**config.mk**
```make
export PLATFORM = sky130hd
export DESIGN_NAME = axis_frame_out
export DESIGN_NICKNAME = d
export VERILOG_FILES = /design/src/source/ddr_rd_pkg.sv /design/src/source/axis_frame_out.sv
export SDC_FILE = /design/constraint.sdc
export NUM_CORES = 1
export LEC_CHECK = 0
export ABC_CLOCK_PERIOD_IN_PS = 5790
export BUFFER_PORTS_ARGS = -buffer_cell sky130_fd_sc_hd__buf_2
export CAP_MARGIN = 15
export CORE_MARGIN = 2
export CORE_UTILIZATION = 37
export CTS_CLUSTER_DIAMETER = 150
export DETAILED_ROUTE_END_ITERATION = 12
export GPL_TIMING_DRIVEN = 0
export PLACE_DENSITY = 0.87
export SLEW_MARGIN = 40
export SYNTH_ARGS = -nofsm -noshare
export SYNTH_HDL_FRONTEND = slang
export SYNTH_SLANG_ARGS = --single-unit
```
**constraint.sdc**
```tcl
create_clock -name i_axis_clk -period 5.79 [get_ports i_axis_clk]
set_clock_uncertainty 0.05 [all_clocks]
set_input_delay 0.2895 -clock i_axis_clk [delete_from_list [all_inputs] [get_ports i_axis_clk]]
set_output_delay 0.2895 -clock i_axis_clk [all_outputs]
set_load 0.005 [all_outputs]
```
**src/source/ddr_rd_pkg.sv**
```systemverilog
package ddr_rd_pkg;

    ////////////////////
    // widths and depths
    ////////////////////
    localparam int ADDR_W     = 32;
    localparam int DATA_W     = 64;
    localparam int KEEP_W     = DATA_W / 8;
    localparam int LEN_W      = 9;      // holds 1..256
    localparam int MAX_BURST  = 256;    // axi4 incr limit
    localparam int DESC_DEPTH = 4;      // bursts in flight
    localparam int DATA_DEPTH = 512;    // beats

    // fixed AR codes
    localparam logic [2:0] AXI_SIZE       = 3'($clog2(KEEP_W));
    localparam logic [1:0] AXI_BURST_INCR = 2'b01;
    localparam logic [3:0] AXI_CACHE_CODE = 4'b0010;  // modifiable non-bufferable

    ////////////////////
    // channel structs
    ////////////////////
    typedef struct packed {
        logic [ADDR_W-1:0] addr;
        logic [LEN_W-1:0]  len;     // beats, not minus one
        logic [KEEP_W-1:0] strb;    // keep on the final beat
    } rd_req_t;

    typedef struct packed {
        logic [LEN_W-1:0]  len;
        logic [KEEP_W-1:0] strb;
    } frame_desc_t;

    typedef struct packed {
        logic [ADDR_W-1:0] addr;
        logic [7:0]        len;     // beats minus one
        logic [2:0]        size;
        logic [1:0]        burst;
        logic [3:0]        cache;
    } ar_chan_t;

    typedef struct packed {
        logic [DATA_W-1:0] data;
        logic              last;
    } r_chan_t;

    typedef struct packed {
        logic [DATA_W-1:0] data;
        logic [KEEP_W-1:0] keep;
        logic              last;
    } axis_beat_t;

endpackage

```
**src/source/axis_frame_out.sv**
```systemverilog
`timescale 1ns/1ps

module axis_frame_out (
    input  logic                            i_axis_clk,
    input  logic                            i_axis_rst,
    input  ddr_rd_pkg::frame_desc_t         i_desc,
    input  logic                            i_desc_valid,
    output logic                            o_desc_pop,
    input  logic [ddr_rd_pkg::DATA_W-1:0]   i_data,
    input  logic                            i_data_valid,
    output logic                            o_data_pop,
    output ddr_rd_pkg::axis_beat_t          o_axis,
    output logic                            o_axis_tvalid,
    input  logic                            i_axis_tready
);

    import ddr_rd_pkg::*;

    logic [LEN_W-1:0] beat_cnt;     // beat index inside the head frame
    logic             last_beat;
    logic             tx_fire;

    assign last_beat = (beat_cnt == i_desc.len - 1'b1);
    assign tx_fire   = o_axis_tvalid && i_axis_tready;

    ////////////////////
    // stream beat
    ////////////////////
    // needs both a frame descriptor and a buffered beat
    assign o_axis_tvalid = i_desc_valid && i_data_valid;

    assign o_axis.data = i_data;
    assign o_axis.keep = last_beat ? i_desc.strb : {KEEP_W{1'b1}};
    assign o_axis.last = last_beat;

    // pops follow the handshake, low tready stalls both FIFOs
    assign o_data_pop = tx_fire;
    assign o_desc_pop = tx_fire && last_beat;

    always_ff @(posedge i_axis_clk or posedge i_axis_rst) begin
        if (i_axis_rst) begin
            beat_cnt <= '0;
        end else if (tx_fire) begin
            if (last_beat) begin
                beat_cnt <= '0;     // next frame starts at beat 0
            end else begin
                beat_cnt <= beat_cnt + 1'b1;
            end
        end
    end

    ////////////////////
    // checks
    ////////////////////
    a_axis_stable : assert property (@(posedge i_axis_clk) disable iff (i_axis_rst)
        o_axis_tvalid && !i_axis_tready |=> o_axis_tvalid && $stable(o_axis))
        else $error("axis_frame_out: stream beat changed while stalled");

    // descriptor is queued at request time, before any of its data returns
    a_desc_before_data : assert property (@(posedge i_axis_clk) disable iff (i_axis_rst)
        i_data_valid |-> i_desc_valid)
        else $error("axis_frame_out: data without a frame descriptor");

endmodule

```
==> results of run 1 <==
-- worst max path at each step --
stage | slack [ns] | to | cells after the start | startpoint
2_1_floorplan | 3.58 | o_axis[0] | 8 | i_desc[8]
3_3_place_gp | 3.14 | o_axis[0] | 10 | i_desc[8]
3_5_place_dp | 3.12 | o_axis[0] | 10 | i_desc[8]
4_1_cts | 3.01 | o_axis[0] | 8 | beat_cnt[6]
5_1_grt | 2.86 | o_axis[0] | 8 | beat_cnt[6]
6_report | 3.07 | o_axis[0] | 8 | beat_cnt[6]
-- logic make-up (layout without fill, tap and decap cells) --
group           count (synthesis)  after routing
compound gates                 23             23
xor+xnor                        9              9
fa+ha+maj                       2              2
buf+inv                        75            177
flops                           9              9
simple gates                   54             54
-- critical path, cell delays in order (launching register included) --
cell	delay, ns
dfrtp_1	0.35
buf_2	0.16
nand2b_1	0.15
a2111oi_0	0.62
o32ai_2	0.24
nor3_4	0.24
buf_6	0.19
buf_4	0.11
buf_2	0.10
-- per-layer routing --
layer / share of wire / vias up
li1: - / 728
met1: 0.34 / 630
met2: 0.57 / 82
met3: 0.075 / 5
met4: 0.013 / 0
met5: 0 / -
-- cell type report --
| class | instances | area (um2) |
|---|---|---|
| Sequential cell | 9 | 225.2 |
| Buffer | 69 | 511.7 |
| Multi-Input combinational cell | 88 | 680.7 |
| Tap cell | 48 | 60.06 |
| Fill cell | 357 | 1648 |
| Clock buffer | 4 | 45.04 |
| Timing Repair Buffer | 98 | 495.5 |
| Inverter | 6 | 22.52 |
-- power by group through the flow --
| stage | registers, mW | logic (mW) | clock network (mW) |
|---|---|---|---|
| final | 0.0783 | 0.119 | 0.0736 |
| after global routing | 0.0790 | 0.131 | 0.0789 |
| after CTS | 0.0784 | 0.120 | 0.0752 |
| after detailed placement | 0.0790 | 0.119 | 0 |
| after global placement | 0.0785 | 0.115 | 0 |
| after floorplan | 0.0766 | 0.0784 | 0 |
-- synth_stat cells, types with 2 or more instances --
cell | n | share of area
o22ai_1 | 3 | 0.013
buf_4 | 65 | 0.34
inv_1 | 6 | 0.016
nand2b_1 | 12 | 0.052
o22ai_2 | 2 | 0.017
nor2_1 | 3 | 0.0078
o21ai_1 | 4 | 0.014
nand3b_1 | 2 | 0.010
and3_1 | 2 | 0.0087
clkbuf_1 | 2 | 0.0052
or2_2 | 2 | 0.0087
nor3_1 | 7 | 0.024
xnor2_1 | 2 | 0.012
xor2_1 | 6 | 0.036
ha_1 | 2 | 0.017
nand3_1 | 6 | 0.021
or3_1 | 3 | 0.013
dfrtp_1 | 9 | 0.16
nand2_1 | 8 | 0.021
o21ai_0 | 4 | 0.014
==> results.toml, run 1 <==
[run_status]
status = "complete, no violations"

[power_and_ir_drop]
p_leak_nw = 1.081
power_density_mw_per_mm2 = 132.6
power_mw = 0.2706
peakVddDrop_mv = 0.06459
internal_power_mw = 0.1865
comb_power_share = 0.439
swShare = 0.3110
p_switching_mw = 0.08416
seqPwrFrac = 0.289
clockPowerShare = 0.272

[placed_design]
dp_slack_ns = 3.118
dp_cells = 317
gp_congestion = 0.7376
portBuffers = 97
placed_area_mm2 = 0.001986
post-dp-hpwl_um = 3149

[global_routing]
use_met1 = 0.1740
gr-usage-met3 = 0.01022
use_met2 = 0.3025
antenna_found_initial = 0
grt_max_degree = 11
overflow = 0
grt_pass1_wl_um = 5375
track_usage = 0.1552
grt_pass1_vias = 1252
busiest_layer = "met2"

[final_layout]
regMostFlops = "beat_cnt"
largest_reg_flops = 9
post-route-cell-area_mm2 = 0.002041
finish.utilization = 0.5533
final_common_cell = "buf_2"
fin_nets = 363
reg_top3 = "beat_cnt (9)"
final_cells = 322
final_cell_mix = "98 x buf_2, 65 x buf_4, 12 x nand2b_1"
antenna_cells = 0
syn_to_final_growth_pct = 41.70
drive_gt1_frac = 0.6642

[logic_synthesis]
synth_xor_area_frac = 0.05995
synthAdderAreaFrac = 0.01738
synth_nets = 260
ys_types = 42
ys.flop_type = "dfrtp_1"
synth_area_mm2 = 0.001440
synth-edff-count = 0
synthMuxAreaShare = 0
yosys.area_share.simple = 0.2485
synth_top_family_by_area = "buffers and inverters"
synthArstFlopShare = 1.000
synth_seq_cells = 9
synth-seq-area-share = 0.1564
synth_compound_area_frac = 0.1468
syn_inst = 172
synth.avg_cell_area_um2 = 8.373
yosysWarnings = 0

[sta]
fin_crit_ns = 2.721
setup_viol = 0
setup_slack_ns = 3.069
fin_hold_ws_ns = 0.5078
max_freq_ghz = 0.3675
hold_violations = 0
tightest_slew_ns = 0.7099
slew_viol_final = 0
setup_tns_ns = 0
slew-limit-headroom = 0.5145
rsz0062_at_grt = "false"
timing.final.crit_share = 0.4699

[worst_setup_path]
worst-path-max-fanout = 10
start_kind = "flop"
rr_endpoint = "beat_cnt[3]"
reg2reg_depth = 7
cp_data_required_time_ns = 5.45
r2r_slack_ns = 3.58
critical_path_class = "flop to primary output"
worst_setup_path_end_kind = "primary output"
worst_ep_arrival_time_ns = 2.38
r2r_start = "beat_cnt[6]"

[clocking]
clkTransAtPathRegs_ns = 0.04
htreeDepth = 1
insertion_delay_ns = 0.23
holdBufCountCts = 1
cts_resized = 0
cts_buffers = 3
cts_tree = "yes"
cts_sinks = 9
cts_setup_buffers = 0
cts_root_buf = "clkbuf_8"
cts.path.max_buffers = 2

[floorplanning]
die_y_um = 66.39
row_count = 22
io_pins = 162
die_w_um = 66.39
initial_utilization = 0.3904
dieArea_mm2 = 0.004407
core_area_mm2 = 0.003689

[detailed_routing]
drc = 0
ant_nets = 0
wl_per_cell_um = 11.21
drt_iter0_drc = 49
avgViaCountPerCell = 4.488
num_vias = 1445
wl_um = 3610
firstDrtPassIters = 4

[worst_hold_path]
hold_path_startpoint = "beat_cnt[0]"
worstHoldPathType = "flop to flop"
holdPathStages = 1
hold_end = "beat_cnt[0]"

[job]
cap_violations = 0
(Power assumes the default switching activity.)
==> run 2: changes to the inputs <==
--- a/config.mk
+++ b/config.mk
@@ -5,15 +5,15 @@
 export SDC_FILE = /design/constraint.sdc
 export NUM_CORES = 1
 export LEC_CHECK = 0
-export ABC_CLOCK_PERIOD_IN_PS = 5790
+export ABC_CLOCK_PERIOD_IN_PS = 2300
 export BUFFER_PORTS_ARGS = -buffer_cell sky130_fd_sc_hd__buf_2
 export CAP_MARGIN = 15
 export CORE_MARGIN = 2
-export CORE_UTILIZATION = 37
+export CORE_UTILIZATION = 31
 export CTS_CLUSTER_DIAMETER = 150
 export DETAILED_ROUTE_END_ITERATION = 12
 export GPL_TIMING_DRIVEN = 0
-export PLACE_DENSITY = 0.87
+export PLACE_DENSITY = 0.77
 export SLEW_MARGIN = 40
 export SYNTH_ARGS = -nofsm -noshare
 export SYNTH_HDL_FRONTEND = slang
==> constraint.sdc (replaced) <==
create_clock -name i_axis_clk -period 2.3 [get_ports i_axis_clk]
set_clock_uncertainty 0.05 [all_clocks]
set_input_delay 0.115 -clock i_axis_clk [delete_from_list [all_inputs] [get_ports i_axis_clk]]
set_output_delay 0.115 -clock i_axis_clk [all_outputs]
set_load 0.005 [all_outputs]
==> run 2 against run 1 <==
Against the previous run: non-clock buffer count up 1; wire length decreased by 5.1%; critical path depth fell by 1; global-route usage down 3.6 points; register-to-register slack lost 3.3 ns; flip-flop and latch count unchanged; critical path type unchanged.
==> results.toml, run 2 (synthesis results as in run 1) <==
[run_status]
status = "complete, no violations"

[floorplanning]
die_y_um = 72.16
dieArea_mm2 = 0.005207
row_count = 24
io_pins = 162
die_w_um = 72.16
initial_utilization = 0.3262
core_area_mm2 = 0.004414

[placed_design]
portBuffers = 97
post-dp-hpwl_um = 2874
placed_area_mm2 = 0.001991
gp_congestion = 0.7933

[global_routing]
overflow = 0
grt_pass1_vias = 1205
track_usage = 0.1190
antenna_found_initial = 0
grt_pass1_wl_um = 4995
grt_max_degree = 11

[final_layout]
fill_cells = 441
post-route-cell-area_mm2 = 0.002136
largest_reg_flops = 9
regMostFlops = "beat_cnt"
antenna_cells = 0
regArea_um2 = 227.7
reg_top3 = "beat_cnt (9)"
final_common_cell = "buf_2"
finish.utilization = 0.4838
drive_gt1_frac = 0.7055
syn_to_final_growth_pct = 48.31
fin_nets = 364
multi_input_area_um2 = 749.5
final_cell_mix = "97 x buf_2, 69 x buf_4, 11 x nand2b_1"

[clocking]
cts_tree = "yes"
insertion_delay_ns = 0.24
cts_sinks = 9
cts.path.max_buffers = 2
cts_buffers = 3
cts_root_buf = "clkbuf_8"
htreeDepth = 1
clkTransAtPathRegs_ns = 0.05

[worst_setup_path]
worst_setup_path_end_kind = "primary output"
start_kind = "flop"
cp_data_required_time_ns = 2.13
critical_path_class = "flop to primary output"
worst_ep_arrival_time_ns = 2.01
worst-path-max-fanout = 8

[job]
cap_violations = 0

[sta]
hold_violations = 0
setup_tns_ns = 0
setup_viol = 0
max_freq_ghz = 0.4593
slew_viol_final = 0
slew-limit-headroom = 0.7321
fin_crit_ns = 2.177
tightest_slew_ns = 0.4008
timing.final.crit_share = 0.9466

[detailed_routing]
wl_um = 3427
drt_iter0_drc = 51
ant_nets = 0
num_vias = 1448
firstDrtPassIters = 5
avgViaCountPerCell = 4.428
drc = 0
wl_per_cell_um = 10.48

[power_and_ir_drop]
p_leak_nw = 1.124
peakVddDrop_mv = 0.1727
power_density_mw_per_mm2 = 326.3

[worst_hold_path]
worstHoldPathType = "input pin to async pin"
-- run 2: cell count changes in the layout (fill, tap and decap cells not counted), moves of 2 or more --
cell,before,now
buf_4,65,69
clkbuf_1,3,0
dfrtp_1,9,7
dfrtp_2,0,2
-- run 2: worst max-delay path, stage by stage (launching register included) --
cell	delay (ns)
dfrtp_2	0.45
nand2b_4	0.16
a2111oi_4	0.43
o32ai_4	0.14
nor3_4	0.24
buf_6	0.15
buf_4	0.10
buf_2	0.09
-- run 2: worst paths after layout --
kind	startpoint	end	slack [ns]	cells after the start
min in group i_axis_clk	i_data[27]	o_axis[36]	0.34	2
worst max register to register	beat_cnt[6]	beat_cnt[5]	0.32	7
max in group asynchronous	i_axis_rst	beat_cnt[6]	1.59	3
worst min register to register	beat_cnt[0]	beat_cnt[0]	0.52	1
worst max-delay path	beat_cnt[6]	o_axis[0]	0.12	7
worst min-delay path	i_axis_rst	beat_cnt[1]	0.32	3
-- run 2: area by class of cell --
cell class | count | area share
Multi-Input combinational cell | 88 | 0.3509
Clock inverter | 1 | 0.002343
Sequential cell | 9 | 0.1066
Buffer | 66 | 0.2337
Clock buffer | 3 | 0.01933
Tap cell | 52 | 0.03046
Inverter | 6 | 0.01054
Timing Repair Buffer | 102 | 0.2460
-- run 2: through the flow --
| stage | std cells | hold WS (ns) | setup WS [ns] | total power, mW |
|---|---|---|---|---|
| 5_1_grt | 327 | 0.3484 | -0.01181 | 0.7458 |
| 3_5_place_dp | 321 | 0.04982 | -0.04446 | 0.4929 |
| 2_1_floorplan | 172 | -0.1071 | 0.2974 | 0.3904 |
| 4_1_cts | 328 | 0.3459 | 0.003387 | 0.6925 |
| 3_3_place_gp | 321 | 0.04610 | -0.01821 | 0.4865 |
| 6_report | 327 | 0.3245 | 0.1228 | 0.6969 |
-- run 2: power by group --
| part | leakage (nW) | total [mW] | switching (mW) | internal [mW] |
|---|---|---|---|---|
| combinational | 0.986 | 0.304 | 0.125 | 0.178 |
| sequential | 0.113 | 0.201 | 0.0263 | 0.175 |
| clock | 0.0255 | 0.192 | 0.0728 | 0.119 |
-- run 2: per-layer routing --
layer	up-vias	global-route usage	share of wire
li1	726	-	-
met1	625	0.1341	0.35
met2	92	0.2222	0.53
met3	5	0.01389	0.10
met4	0	0.05241	0.016
met5	-	0	0
-- run 2: repair_timing --
action                     CTS  global route
hold endpoints to repair     9             0
hold buffers                 1             0
setup endpoints to repair   10             7
gates resized for setup      4             8
gates cloned                 0             0
setup buffers                2             2
pin swaps                    1             3
==> run 3: changes to the inputs <==
--- a/config.mk
+++ b/config.mk
@@ -6,14 +6,14 @@
 export NUM_CORES = 1
 export LEC_CHECK = 0
 export ABC_CLOCK_PERIOD_IN_PS = 2300
-export BUFFER_PORTS_ARGS = -buffer_cell sky130_fd_sc_hd__buf_2
 export CAP_MARGIN = 15
-export CORE_MARGIN = 2
-export CORE_UTILIZATION = 31
+export CORE_AREA = 2 2 63 65
 export CTS_CLUSTER_DIAMETER = 150
 export DETAILED_ROUTE_END_ITERATION = 12
+export DIE_AREA = 0 0 65 67
+export DONT_BUFFER_PORTS = 1
 export GPL_TIMING_DRIVEN = 0
-export PLACE_DENSITY = 0.77
+export PLACE_DENSITY = 0.56
 export SLEW_MARGIN = 40
 export SYNTH_ARGS = -nofsm -noshare
 export SYNTH_HDL_FRONTEND = slang
==> run 3 against run 2 <==
Against the previous run: die area shrank 16%; core utilization shrank 3.6 points; critical path depth is the same; wire length grew 2.3%; clock power shrank 3%; cell area shrank 24%; via count shrank 20%; critical path type unchanged; critical endpoint unchanged; largest power group unchanged.
==> results.toml, run 3 (synthesis results as in run 1) <==
[detailed_routing]
wl_per_cell_um = 15.51
num_vias = 1161
highest_layer = "met4"
drc = 0
firstDrtPassIters = 4
avgViaCountPerCell = 5.137
drt-met1-wl_um = 1105
wl_met2_um = 1991
wl_um = 3506
ant_nets = 0
drt_iter0_drc = 46
route.met3.wl_um = 328

[final_layout]
post-route-cell-area_mm2 = 0.001614
largest_reg_flops = 9
final_cell_mix = "67 x buf_4, 12 x nand2b_1, 9 x dfrtp_1"
antenna_cells = 0
final_cells = 226
syn_to_final_growth_pct = 12.08
drive_gt1_frac = 0.5112
reg_top3 = "beat_cnt (9)"
regMostFlops = "beat_cnt"
fin_nets = 267
final_common_cell = "buf_4"

[worst_setup_path]
critical_path_class = "flop to primary output"
worst-path-max-fanout = 10
worst_ep_arrival_time_ns = 2.00
start_kind = "flop"
cp_data_required_time_ns = 2.13
r2r_start = "beat_cnt[6]"
worst_setup_path_end_kind = "primary output"
crit_start = "beat_cnt[6]"

[placed_design]
post-dp-hpwl_um = 3018
dp_cells = 220
gp_congestion = 0.7617
dp_slack_ns = -0.06177
portBuffers = 0
placed_area_mm2 = 0.001500

[floorplanning]
dieArea_mm2 = 0.004355
initial_utilization = 0.3994
row_count = 22
io_pins = 162
core_area_mm2 = 0.003606
die_y_um = 67
die_w_um = 65

[clocking]
cts_tree = "yes"
cts_sinks = 9
clkTransAtPathRegs_ns = 0.04
cts_buffers = 3
cts_root_buf = "clkbuf_8"
cts.path.max_buffers = 2
htreeDepth = 1
insertion_delay_ns = 0.24

[sta]
hold_violations = 0
fin_crit_ns = 2.166
setup_viol = 0
rsz0062_at_grt = "false"
setup_slack_ns = 0.1340
slew-limit-headroom = 0.5895
max_freq_ghz = 0.4617
timing.final.crit_share = 0.9417
tightest_slew_ns = 0.6144
setup_tns_ns = 0
slew_viol_final = 0

[run_status]
status = "complete, no violations"

[global_routing]
grt_max_degree = 11
track_usage = 0.1458
grt_pass1_wl_um = 4719
grt_pass1_vias = 995
overflow = 0
antenna_found_initial = 0

[power_and_ir_drop]
power_density_mw_per_mm2 = 380.2
p_leak_nw = 0.7203
power_mw = 0.6137
peakVddDrop_mv = 0.1115

[job]
cap_violations = 0

[worst_hold_path]
worstHoldPathType = "input pin to async pin"
run 3: cell types whose count changed in the layout (fill, tap and decap cells not counted), sizes merged:
cell,change
buf,-98
clkbuf,+2
clkinv,-1
run 3: worst paths after layout:
kind	slack [ns]	cells after the start	end
min	0.24	2	beat_cnt[3]
max reg2reg	0.28	7	beat_cnt[8]
min in group i_axis_clk	0.26	4	beat_cnt[3]
max	0.13	7	o_axis[0]
min reg2reg	0.51	1	beat_cnt[0]
max in group asynchronous	1.69	2	beat_cnt[6]
run 3: per-layer routing:
layer,global-route usage,vias up
met5,0,-
met4,0.06383,0
met3,0.01351,7
met2,0.3015,88
met1,0.1446,532
li1,-,534
run 3: cell type report:
cell class / count / area (um2)
sequential: 9 / 225.2
inverter: 6 / 22.52
clock buffer: 4 / 45.04
tap: 48 / 60.06
fill: 350 / 1992
multi-input combinational: 88 / 728.2
buffer: 68 / 508.0
timing repair buffer: 3 / 25.02
run 3: what timing repair did:
action	CTS	global route
gates cloned	0	0
setup endpoints to repair	17	6
gates resized for setup	2	5
endpoints found under the hold margin	9	0
pin swaps	0	3
hold buffers	1	0
setup buffers	0	2
run 3: power by group:
group          internal (mW)  switching, mW  leakage (nW)
clock network          0.121         0.0651        0.0228
logic                  0.128          0.101         0.582
registers              0.175         0.0236         0.115
run 3: metrics by stage:
| step | util | hold slack (ns) |
|---|---|---|
| global placement | 0.4160 | -0.05994 |
| finish | 0.4476 | 0.2409 |
| detailed placement | 0.4160 | -0.05819 |
| floorplan | - | -0.1071 |
| global route | 0.4476 | 0.2633 |
| CTS | 0.4330 | 0.2557 |
run 3: worst max-delay path, stage by stage, from the launching register on:
cell       delay [ns]
dfrtp_1          0.35
buf_2            0.16
nand2b_1         0.19
a2111oi_4        0.40
o32ai_4          0.15
nor3_4           0.23
buf_6            0.17
buf_4            0.12
