$ cat src/source/ddr_rd_pkg.sv
package ddr_rd_pkg;

    ////////////////////
    // widths and depths
    ////////////////////
    localparam int ADDR_W     = 32;
    localparam int DATA_W     = 64;
    localparam int KEEP_W     = DATA_W / 8;
    localparam int LEN_W      = 9;      // holds 1..256
    localparam int MAX_BURST  = 256;    // axi4 incr limit
    localparam int DESC_DEPTH = 4;      // bursts in flight
    localparam int DATA_DEPTH = 512;    // beats

    // fixed AR codes
    localparam logic [2:0] AXI_SIZE       = 3'($clog2(KEEP_W));
    localparam logic [1:0] AXI_BURST_INCR = 2'b01;
    localparam logic [3:0] AXI_CACHE_CODE = 4'b0010;  // modifiable non-bufferable

    ////////////////////
    // channel structs
    ////////////////////
    typedef struct packed {
        logic [ADDR_W-1:0] addr;
        logic [LEN_W-1:0]  len;     // beats, not minus one
        logic [KEEP_W-1:0] strb;    // keep on the final beat
    } rd_req_t;

    typedef struct packed {
        logic [LEN_W-1:0]  len;
        logic [KEEP_W-1:0] strb;
    } frame_desc_t;

    typedef struct packed {
        logic [ADDR_W-1:0] addr;
        logic [7:0]        len;     // beats minus one
        logic [2:0]        size;
        logic [1:0]        burst;
        logic [3:0]        cache;
    } ar_chan_t;

    typedef struct packed {
        logic [DATA_W-1:0] data;
        logic              last;
    } r_chan_t;

    typedef struct packed {
        logic [DATA_W-1:0] data;
        logic [KEEP_W-1:0] keep;
        logic              last;
    } axis_beat_t;

endpackage

$ cat src/source/sync_fifo.sv
`timescale 1ns/1ps

module sync_fifo #(
    parameter type T     = logic [7:0],
    parameter int  DEPTH = 16
) (
    input  logic i_axis_clk,
    input  logic i_axis_rst,
    input  logic i_push,
    input  T     i_data,
    input  logic i_pop,
    output T     o_head,
    output logic o_not_empty,
    output logic o_full
);

    localparam int PTR_W = (DEPTH > 1) ? $clog2(DEPTH) : 1;
    localparam int CNT_W = $clog2(DEPTH + 1);

    T                 mem [DEPTH];
    logic [PTR_W-1:0] wr_ptr;
    logic [PTR_W-1:0] rd_ptr;
    logic [CNT_W-1:0] count;
    logic             do_push;
    logic             do_pop;

    // wrap at DEPTH, also for non power of two depths
    function automatic logic [PTR_W-1:0] ptr_inc(input logic [PTR_W-1:0] p);
        return (p == PTR_W'(DEPTH - 1)) ? '0 : p + 1'b1;
    endfunction

    assign do_push     = i_push && !o_full;
    assign do_pop      = i_pop && o_not_empty;
    assign o_full      = (count == CNT_W'(DEPTH));
    assign o_not_empty = (count != '0);
    assign o_head      = mem[rd_ptr];   // fall-through head

    always_ff @(posedge i_axis_clk) begin
        if (do_push) begin
            mem[wr_ptr] <= i_data;
        end
    end

    always_ff @(posedge i_axis_clk or posedge i_axis_rst) begin
        if (i_axis_rst) begin
            wr_ptr <= '0;
            rd_ptr <= '0;
            count  <= '0;
        end else begin
            if (do_push) wr_ptr <= ptr_inc(wr_ptr);
            if (do_pop)  rd_ptr <= ptr_inc(rd_ptr);
            case ({do_push, do_pop})
                2'b10:   count <= count + 1'b1;
                2'b01:   count <= count - 1'b1;
                default: count <= count;    // idle or push+pop
            endcase
        end
    end

    a_no_overflow : assert property (@(posedge i_axis_clk) disable iff (i_axis_rst)
        i_push |-> !o_full)
        else $error("sync_fifo: push while full");

    a_no_underflow : assert property (@(posedge i_axis_clk) disable iff (i_axis_rst)
        i_pop |-> o_not_empty)
        else $error("sync_fifo: pop while empty");

endmodule

$ cat src/source/rd_cmd_issue.sv
`timescale 1ns/1ps

module rd_cmd_issue (
    input  logic                    i_axis_clk,
    input  logic                    i_axis_rst,
    input  ddr_rd_pkg::rd_req_t     i_req,
    input  logic                    i_req_valid,
    output logic                    o_req_ready,
    output ddr_rd_pkg::ar_chan_t    o_ar,
    output logic                    o_arvalid,
    input  logic                    i_arready,
    output ddr_rd_pkg::frame_desc_t o_desc,
    output logic                    o_desc_valid,
    input  logic                    i_desc_pop
);

    import ddr_rd_pkg::*;

    logic        req_fire;
    logic        ar_fire;
    logic        desc_full;
    frame_desc_t desc_in;

    // one AR held at a time, and a free descriptor slot per burst
    assign o_req_ready = !o_arvalid && !desc_full;
    assign req_fire    = i_req_valid && o_req_ready;
    assign ar_fire     = o_arvalid && i_arready;

    assign desc_in.len  = i_req.len;
    assign desc_in.strb = i_req.strb;

    ////////////////////
    // AR channel
    ////////////////////
    always_ff @(posedge i_axis_clk or posedge i_axis_rst) begin
        if (i_axis_rst) begin
            o_arvalid <= 1'b0;
        end else if (req_fire) begin
            o_arvalid <= 1'b1;
        end else if (ar_fire) begin
            o_arvalid <= 1'b0;
        end
    end

    always_ff @(posedge i_axis_clk) begin
        if (req_fire) begin
            o_ar.addr  <= i_req.addr;
            o_ar.len   <= 8'(i_req.len - 1'b1);    // axi len is beats - 1
            o_ar.size  <= AXI_SIZE;
            o_ar.burst <= AXI_BURST_INCR;
            o_ar.cache <= AXI_CACHE_CODE;
        end
    end

    // descriptors leave in issue order, so the framer sees bursts in R order
    sync_fifo #(
        .T     (frame_desc_t),
        .DEPTH (DESC_DEPTH)
    ) desc_fifo_i (
        .i_axis_clk  (i_axis_clk),
        .i_axis_rst  (i_axis_rst),
        .i_push      (req_fire),
        .i_data      (desc_in),
        .i_pop       (i_desc_pop),
        .o_head      (o_desc),
        .o_not_empty (o_desc_valid),
        .o_full      (desc_full)
    );

    a_ar_stable : assert property (@(posedge i_axis_clk) disable iff (i_axis_rst)
        o_arvalid && !i_arready |=> o_arvalid && $stable(o_ar))
        else $error("rd_cmd_issue: AR changed before arready");

    a_req_len_legal : assert property (@(posedge i_axis_clk) disable iff (i_axis_rst)
        req_fire |-> (i_req.len != '0) && (i_req.len <= LEN_W'(MAX_BURST)))
        else $error("rd_cmd_issue: illegal request length %0d", i_req.len);

endmodule

$ cat config.mk
export PLATFORM = sky130hd
export DESIGN_NAME = rd_cmd_issue
export DESIGN_NICKNAME = d
export VERILOG_FILES = /design/src/source/ddr_rd_pkg.sv /design/src/source/sync_fifo.sv /design/src/source/rd_cmd_issue.sv
export SDC_FILE = /design/constraint.sdc
export NUM_CORES = 1
export LEC_CHECK = 0
export ABC_AREA = 1
export BUFFER_PORTS_ARGS = -buffer_cell sky130_fd_sc_hd__buf_2
export CAP_MARGIN = 20
export CORE_MARGIN = 4
export CORE_UTILIZATION = 45
export CTS_CLUSTER_SIZE = 10
export DETAILED_ROUTE_END_ITERATION = 16
export PLACE_DENSITY = 0.69
export SKIP_LAST_GASP = 1
export SYNTH_ARGS = -nofsm -noshare
export SYNTH_HDL_FRONTEND = slang
export SYNTH_HIERARCHICAL = 1
export SYNTH_SLANG_ARGS = --single-unit
$ cat constraint.sdc
create_clock -name i_axis_clk -period 2.9 [get_ports i_axis_clk]
set_clock_uncertainty 0.05 [all_clocks]
set_input_delay 0.725 -clock i_axis_clk [delete_from_list [all_inputs] [get_ports i_axis_clk]]
set_output_delay 0.725 -clock i_axis_clk [all_outputs]
set_load 0.01 [all_outputs]
==> results.md, run 1 <==
* CTS tree: done
* Post-route DRC at 0
* Max FO, Critical Path at 8
* Final Instance Count excl. Fillers at approximately 630
* I/O Pins at 123
* Critical path origin: desc_fifo_i/rd_ptr[1]$_DFFE_PP0P_
* Min-Delay Path Class: in2reg
* Initial antenna violation count at 0
* Die ar. at 12200 sq um
* Max cap viols at 0
* Initial Utilization at 46.0%
* Routability cong. at 0.741
* Switching pwr at 1870 uW
* Worst Path Buf+Inv at 2
* Cts repair resizes at 0
* Register share of total power at between 30 and 40%
* First-pass GRT wire length at 14600 microns
* Critical-path cell list: buf_4 -> o211ai_1 -> nand2_1 -> buf_2
* Hold_buf cts at 1
* Mapped Area at 4730 sq um
* 1st-pass router iterations at 4
* Highest metal used: met4
* M1 WL at 3630 microns
* Routed len/inst at 14.5 microns
* Static Leakage at 0.00259 uW
* Largest net degree at the start of global routing at slightly above 70
* Met2 wire len at 4460 microns
* Total gr overflow at 0
* Top FF cell, synth: edfxtp_1
* Async SR Flop Fraction at 6.90%
* DRT iter0 DRCs at 196
* WL final at 9090 microns
* Period utilisation layout at a little over four fifths
* ANT nets after route at 0
* Seq/Total Area, Yosys at 72.8%
* Port bufs at 113
* Final Max Slew Viols at 0
* Tot GR Track Use at between 15 and 20%
* Layout area overhead at 28.1%
* Num rows at 37
* Placed Cells at 595
* Switching Fraction at a little under a third
* CP Class: reg2out
* Pwr dens at between 1000 and 1500 nW/um^2
* Met3 wire len at 936 microns
* Layout cells sized above 1 at 34.1%
* Via/cell ratio at 4.68
* Int Power at 4350 uW
* Tmin final at 2.46 ns
* Yosys reg bits at 116
* Slowest CP cell: dfrtp_1
* Die width at between 100 and 150 microns
* Run status: finished clean
* Combinational power share at 25.9%
* Number of global-route vias before repair at slightly above 3000
* Crit path arrival time at around 1.7 ns
* Max Clock Freq at slightly above 400 MHz
* Number of synthesis warnings at 6
* Cell variety after synth at 25
* Critical R2R Launch: desc_fifo_i/count[1]$_DFFE_PP0P_
* Syn Area/Cell at roughly 13 sq um
* CP delay by family, top: flip-flops
* # diodes at 0
* Die height at 110 microns
* Htree depth at 4
* Final setup violation count at 0
* Number of flops mapped to enable cells by yosys at roughly 110
* Vias at ~2900
* Clock slew at reported path FFs at 0.06 ns
* Clock Latency Late Sink at about 0.5 ns
* RSZ-0062 raised after global routing: false
* Core Area at 10300 sq um
* Startpoint Class: flip-flop
* CP required at 2.12 ns
* Clock root buffer: clkbuf_8
* Setup tns final at 0 ns
* Final Hold Viols at 0
* CTS Buf Count at 17
* Final net count at 541
* CP peak stage delay at approximately 0.58 ns
* Gate Count Post-Synth at approximately 350
* CTS Sinks at between 100 and 150
* Hold_sp: i_req[17]
* Maximum VDD drop at between 600 and 700 uV
* Longest Clk Path Bufs at 2
* Detailed placement HPWL at 6060 microns
* Clk network pwr share at 37.0%
* Post-CTS Setup Inserts at 0
* CP endpoint kind: primary output
==> path summary, 6_finish.rpt <==
path	cells past startpoint	slack [ns]	to
min in group asynchronous	3	0.58	o_arvalid$_DFFE_PP0P_
max in group asynchronous	3	1.86	desc_fifo_i/rd_ptr[0]$_DFFE_PP0P_
worst max-delay path	4	0.44	o_desc[9]
worst min-delay path	1	0.34	o_ar[17]$_DFFE_PP_
worst min register to register	2	0.45	desc_fifo_i/count[1]$_DFFE_PP0P_
worst max register to register	14	0.67	desc_fifo_i/count[2]$_DFFE_PP0P_
==> cells by family after synthesis <==
logic type / after synthesis / share of synthesized area, %
simple gates: 101 / 9.18
buf+inv: 83 / 9.03
flops: 116 / 72.8
other cells: 2 / 0.159
xor+xnor: 2 / 0.371
compound gates: 39 / 6.14
fa+ha+maj: 8 / 2.28
==> flip-flops by register name, indices dropped and copies added (netlist names) <==
register and flops:
desc_fifo_i/wr_ptr 2, desc_fifo_i/mem 68, o_ar 40, o_arvalid 1
desc_fifo_i/rd_ptr 2, desc_fifo_i/count 3
==> area by class of cell <==
class	instances	area [sq um]
fill	824	4220
inverter	63	243
clock buffer	17	414
multi-input combinational	159	883
sequential	116	3440
timing repair buffer	122	648
tap	136	170
clock inverter	15	254
==> metrics by stage <==
| step | util, % | total power, uW | cell area [sq um] | setup slack [ns] | hold slack, ns |
|---|---|---|---|---|---|
| after floorplan | - | 3460 | 4760 | 0.155 | 0.403 |
| after global placement | 52.3 | 3910 | 5380 | 0.725 | 0.418 |
| after detailed placement | 52.3 | 3980 | 5380 | 0.633 | 0.435 |
| after CTS | 58.9 | 6300 | 6060 | 0.384 | 0.317 |
| after global routing | 58.9 | 6600 | 6060 | 0.287 | 0.304 |
| final | 58.9 | 6210 | 6060 | 0.440 | 0.345 |
==> layer usage <==
layer	up-vias	track usage, %
met1	1376	17.1
li1	1437	-
met2	122	25.7
met3	6	8.05
met4	0	6.16
met5	-	0
==> power groups by stage <==
stage	registers [uW]	logic [uW]	clock network, uW
finish	2310	1610	2300
global route	2340	1820	2440
CTS	2310	1640	2350
detailed placement	2340	1630	0
global placement	2330	1580	0
floorplan	2370	1090	0
==> cell usage after synthesis, types with 2 or more instances <==
| cell type | n | share of area [%] |
|---|---|---|
| nand2_1 | 75 | 6.0 |
| inv_1 | 61 | 4.8 |
| nand2_2 | 2 | 0.26 |
| buf_4 | 10 | 1.6 |
| ha_1 | 7 | 1.9 |
| nand4_1 | 3 | 0.40 |
| o21ai_1 | 3 | 0.32 |
| nor2_1 | 8 | 0.64 |
| nand3_2 | 2 | 0.42 |
| nand3_1 | 6 | 0.64 |
| o21ai_0 | 2 | 0.21 |
| conb_1 | 2 | 0.16 |
| o211ai_2 | 2 | 0.53 |
| edfxtp_1 | 108 | 69 |
| buf_6 | 10 | 2.4 |
| o211ai_1 | 32 | 5.1 |
| dfrtp_1 | 8 | 4.2 |
| nor2_2 | 3 | 0.40 |
==> layout by cell type, fill, tap and decap left out, types with 4 or more instances in the layout <==
master,netlist,final
clkinv_4,0,4
clkbuf_16,0,16
buf_4,10,7
o211ai_1,32,32
clkinvlp_4,0,5
nor2_1,8,8
bufinv_16,0,6
ha_1,7,7
conb_1,2,9
buf_2,0,113
edfxtp_1,108,108
inv_1,61,60
nand2_1,75,75
nand3_1,6,6
dfrtp_1,8,7
No activity file was read; power rests on OpenSTA's default activity.
==> run 2: changes to the inputs <==
clock period = 2 ns   (was 2.9 ns; I/O delays follow)
==> results.md, run 2 (synthesis gave the netlist of run 1 again) <==
* Reg with most FFs: desc_fifo_i/mem
* Max FO, Critical Path at 36
* Longest Clk Path Bufs at 2
* Switching Fraction at 29.8%
* Post-route DRC at 0
* Die width at 110 microns
* Htree depth at 4
* WL final at 8930 microns
* 1st-pass router iterations at 4
* Pwr Total at 9070 uW
* Total gr overflow at 0
* R2R depth at 14
* Via/cell ratio at 4.67
* Placed Cells at 597
* Clock root buffer: clkbuf_8
* Clock slew at reported path FFs at 0.05 ns
* Initial antenna violation count at 0
* R2r endpoint: desc_fifo_i/count[2]$_DFFE_PP0P_
* Run status: finished, violations left
* Final Instance Count excl. Fillers at 638
* Largest net degree at the start of global routing at 43
* Static Leakage at 0.00263 uW
* Critical R2R Launch: desc_fifo_i/count[0]$_DFFE_PP0P_
* DRT iter0 DRCs at 149
* Port bufs at 113
* Int Power at 6370 uW
* Die height at 110 microns
* Final setup violation count at 17
* Worst-case hold path end point: o_ar[20]$_DFFE_PP_
* Tot GR Track Use at 15.3%
* FF-to-FF setup slack at 0.06 ns
* Startpoint Class: flip-flop
* Most common cell after layout, fill and taps aside: buf_2
* RSZ-0062 raised after global routing: true
* Num rows at 37
* Routed len/inst at 14.0 microns
* Tmin final at 2.13 ns
* # diodes at 0
* Die ar. at 12200 sq um
* Pwr dens at 1470 nW/um^2
* Violated checks: setup timing
* Clk network pwr share at 34.0%
* Final Max Slew Viols at 0
* Max cap viols at 0
* Layout cells sized above 1 at 36.9%
* CP required at 1.45 ns
* Core Area at 10300 sq um
* Most frequent cells in the layout: 113 x buf_2, 108 x edfxtp_1, 72 x nand2_1
* CTS tree: done
* Combinational power share at 29.1%
* CP endpoint kind: primary output
* CTS Buf Count at 17
* Largest regs: desc_fifo_i/mem: 68 flops, o_ar: 40 flops, desc_fifo_i/count: 3 flops
* Crit path arrival time at between 1.5 and 2 ns
* Register share of total power at between 30% and 40%
* Max Clock Freq at between 400 and 500 MHz
* Max transition margin at 66.5%
* Routability cong. at 0.782
* ANT nets after route at 0
* First-pass GRT wire length at 14600 microns
* Final Hold Viols at 0
* Period utilisation layout at 106%
* Maximum VDD drop at 915 uV
* Largest register FFs at 68
* Switching pwr at 2700 uW
* Worst Hold Depth at 1
* Detailed placement HPWL at between 6000 and 7000 microns
* Number of global-route vias before repair at 3077
* Slew @ Worst Pin at between 0.5 and 0.6 ns
* Initial Utilization at 46.0%
* I/O Pins at around 120
* Hold_sp: i_req[20]
* Final net count at 551
* Clock Latency Late Sink at 0.50 ns
* Worst setup margin at -0.128 ns
* Layout area overhead at 30.9%
* Vias at 2977
* CTS Sinks at 116
* CP Class: reg2out
* Min-Delay Path Class: in2reg
==> run 2: repair_timing <==
action                                  4_1_cts  5_1_grt
endpoints found under the setup margin       17       19
setup buffers                                 2        6
gates resized for setup                       0        3
endpoints found under the hold margin         8        0
gates cloned                                  0        0
pin swaps                                     1       15
hold buffers                                  1        0
==> run 2: critical path, cell delays in order (launching register included) <==
cell and delay [ns]:
dfrtp_2 0.44, buf_12 0.18, o211ai_1 0.19, nand2_1 0.10, buf_2 0.15
==> run 2: worst max path at each step <==
stage | endpoint | slack, ns | from | depth (start not counted)
final | o_desc[13] | -0.13 | desc_fifo_i/rd_ptr[0]$_DFFE_PP0P_ | 4
after global routing | o_desc[9] | -0.20 | desc_fifo_i/rd_ptr[0]$_DFFE_PP0P_ | 5
after detailed placement | desc_fifo_i/count[2]$_DFFE_PP0P_ | 0.06 | desc_fifo_i/count[0]$_DFFE_PP0P_ | 14
after CTS | o_desc[9] | -0.18 | desc_fifo_i/rd_ptr[0]$_DFFE_PP0P_ | 4
after global placement | desc_fifo_i/count[2]$_DFFE_PP0P_ | 0.14 | desc_fifo_i/count[0]$_DFFE_PP0P_ | 14
after floorplan | desc_fifo_i/count[2]$_DFFE_PP0P_ | -0.58 | desc_fifo_i/count[0]$_DFFE_PP0P_ | 14
==> run 2: per-layer routing <==
metal | global-route usage [%] | vias up | share of wire, %
li1 | - | 1460 | -
met5 | 0 | - | 0
met4 | 7.06 | 0 | 1.8
met2 | 24.4 | 129 | 48
met3 | 8.44 | 11 | 11
met1 | 16.7 | 1377 | 39
==> run 2: final cells by class <==
class | count | area [sq um]
clock buffer | 20 | 425
clock inverter | 12 | 185
fill | 796 | 4090
inverter | 63 | 243
multi-input combinational | 159 | 936
sequential | 116 | 3440
tap | 136 | 170
timing repair buffer | 132 | 786
==> run 2: through the flow <==
step                      hold slack, ns  instance area (sq um)  setup slack [ns]  TNS [ns]  utilization [%]
after floorplan                    0.179                   4800            -0.577    -24.46                -
after global placement             0.292                   5500             0.140         0             53.5
after detailed placement           0.306                   5500            0.0631         0             53.5
after CTS                         0.0926                   6130            -0.176     -2.10             59.7
after global routing              0.0941                   6190            -0.196     -2.95             60.2
final                              0.122                   6190            -0.128     -1.37             60.2
==> run 2: power by group through the flow <==
stage | logic, uW | clock network (uW) | registers (uW)
CTS | 2580 | 3150 | 3360
detailed placement | 2540 | 0 | 3410
floorplan | 1650 | 0 | 3450
finish | 2640 | 3080 | 3350
global placement | 2460 | 0 | 3390
global route | 2950 | 3280 | 3390
==> run 3: changes to the inputs <==
SETUP_SLACK_MARGIN = 0.2   (was not set)
==> results.md, run 3 (synthesis gave the netlist of run 1 again) <==
* Max Clock Freq at 457 MHz
* Placed Cells at 596
* Final setup violation count at 18
* CP endpoint kind: primary output
* CTS Buf Count at 17
* Largest regs: desc_fifo_i/mem: 68 flops, o_ar: 40 flops, desc_fifo_i/count: 3 flops
* Final Max Slew Viols at 0
* First-pass GRT wire length at ~15000 microns
* Critical-path cell list: clkbuf_16 -> o211ai_1 -> nand2_1 -> buf_2
* Port bufs at between 100 and 150
* CP Class: reg2out
* Reg with most FFs: desc_fifo_i/mem
* Routed len/inst at 15.6 microns
* Clock Latency Late Sink at 0.50 ns
* 1st-pass router iterations at 4
* Largest net degree at the start of global routing at 72
* Detailed placement HPWL at between 6000 and 7000 microns
* Longest Clk Path Bufs at 2
* Final Instance Count excl. Fillers at 645
* Final net count at 558
* Max FO, Critical Path at 9
* DRT iter0 DRCs at 114
* Worst Hold Depth at 1
* Fin area at 6300 sq um
* Num rows at 37
* Tmin final at around 2.2 ns
* Worst setup margin at -0.189 ns
* Number of global-route vias before repair at 3172
* Routability cong. at between 0.7 and 0.8
* Met3 Use GR at 8.00%
* Initial antenna violation count at 0
* Clock root buffer: clkbuf_8
* Period utilisation layout at 109%
* Violated checks: setup timing
* RSZ-0062 raised after global routing: true
* Htree depth at 4
* Startpoint Class: flip-flop
* Via/cell ratio at 4.86
* Core Area at about 10000 sq um
* Maximum VDD drop at just over 700 uV
* Clock slew at reported path FFs at around 0.06 ns
* Die ar. at ~12000 sq um
* Met1 GRT Util at 16.7%
* Vias at about 3100
* R2R depth at 14
* Met2 GRT Util at between 20% and 30%
* Layout area overhead at 33.2%
* Placed Area at 5480 sq um
* CP peak stage delay at 0.49 ns
* Largest register FFs at between 60 and 70
* WL final at 10100 microns
* CP required at 1.45 ns
* Die width at 110 microns
* Min-Delay Path Class: in2reg
* Post-route DRC at 0
* ANT nets after route at 0
* Crit path arrival time at 1.64 ns
* Run status: finished, violations left
* Most frequent cells in the layout: 111 x buf_2, 108 x edfxtp_1, 70 x nand2_1
* Most common cell after layout, fill and taps aside: buf_2
* Tot GR Track Use at 15.5%
* Slowest CP cell: dfrtp_2
* Core Util, Final at 61.3%
* Final Hold Viols at 0
* CTS tree: done
* Static Leakage at 0.00268 uW
* Die height at 110 microns
* Max cap viols at 0
* Pwr dens at 1490 nW/um^2
* I/O Pins at about 120
* GRT busiest layer: met2
* Total gr overflow at 0
* CTS Sinks at 116
* # diodes at 0
* Layout cells sized above 1 at 39.7%
* Initial Utilization at 46.0%
## run 3: cell types whose count changed in the layout (fill, tap and decap cells not counted), sizes merged
cell	change
inv	+1
buf	+5
clkinv	+2
bufinv	-1
## run 3: per-stage QoR
stage / setup WS (ns) / TNS [ns] / hold slack [ns] / total power, uW
after floorplan: -0.577 / -24.46 / 0.179 / 5100
after global placement: 0.138 / 0 / 0.292 / 5810
after detailed placement: 0.0131 / 0 / 0.298 / 5920
after CTS: -0.199 / -2.49 / 0.0930 / 9140
after global routing: -0.271 / -4.31 / 0.0868 / 9920
final: -0.189 / -2.64 / 0.116 / 9380
## run 3: final timing paths
check | from | endpoint | slack [ns]
max | desc_fifo_i/rd_ptr[0]$_DFFE_PP0P_ | o_desc[8] | -0.19
min | i_req[19] | o_ar[19]$_DFFE_PP_ | 0.12
max reg2reg | desc_fifo_i/count[0]$_DFFE_PP0P_ | desc_fifo_i/count[2]$_DFFE_PP0P_ | -0.05
min reg2reg | desc_fifo_i/count[1]$_DFFE_PP0P_ | desc_fifo_i/count[1]$_DFFE_PP0P_ | 0.47
max in group asynchronous | i_axis_rst | desc_fifo_i/rd_ptr[0]$_DFFE_PP0P_ | 1.19
min in group asynchronous | i_axis_rst | o_arvalid$_DFFE_PP0P_ | 0.36
## run 3: worst max-delay path, delay by kind of cell, from the launching register on
family / cells / cell delay (ns)
flip-flops: 1 / 0.49
buffers and inverters: 2 / 0.35
AO/OA/AOI/OAI: 1 / 0.19
AND/OR/NAND/NOR: 1 / 0.10
## run 3: what timing repair did
| action | CTS | global route |
|---|---|---|
| gates resized for setup | 5 | 8 |
| pin swaps | 1 | 11 |
| setup endpoints to repair | 21 | 115 |
| hold buffers | 1 | 0 |
| gates cloned | 0 | 4 |
| endpoints found under the hold margin | 8 | 0 |
| setup buffers | 8 | 4 |
## run 3: area by class of cell
cell class              count  area [sq um]
fillers                   813          3980
flip-flops and latches    116          3450
multi-input cells         159           948
repair buffers            139           885
clock buffers              18           418
inverters                  63           245
clock inverters            14           185
well taps                 136           170
## run 3: routing by layer
metal  up-vias  wire length, microns
met2       153                  4880
li1       1473                     -
met4         0                   261
met1      1481                  3860
met5         -                     0
met3        28                  1060
## run 3: power by group
part	internal, uW	leakage [uW]	switching [uW]
clock network	2010	0.000292	1020
logic	1250	0.00130	1720
registers	3180	0.00109	200
total	6440	0.00268	2940
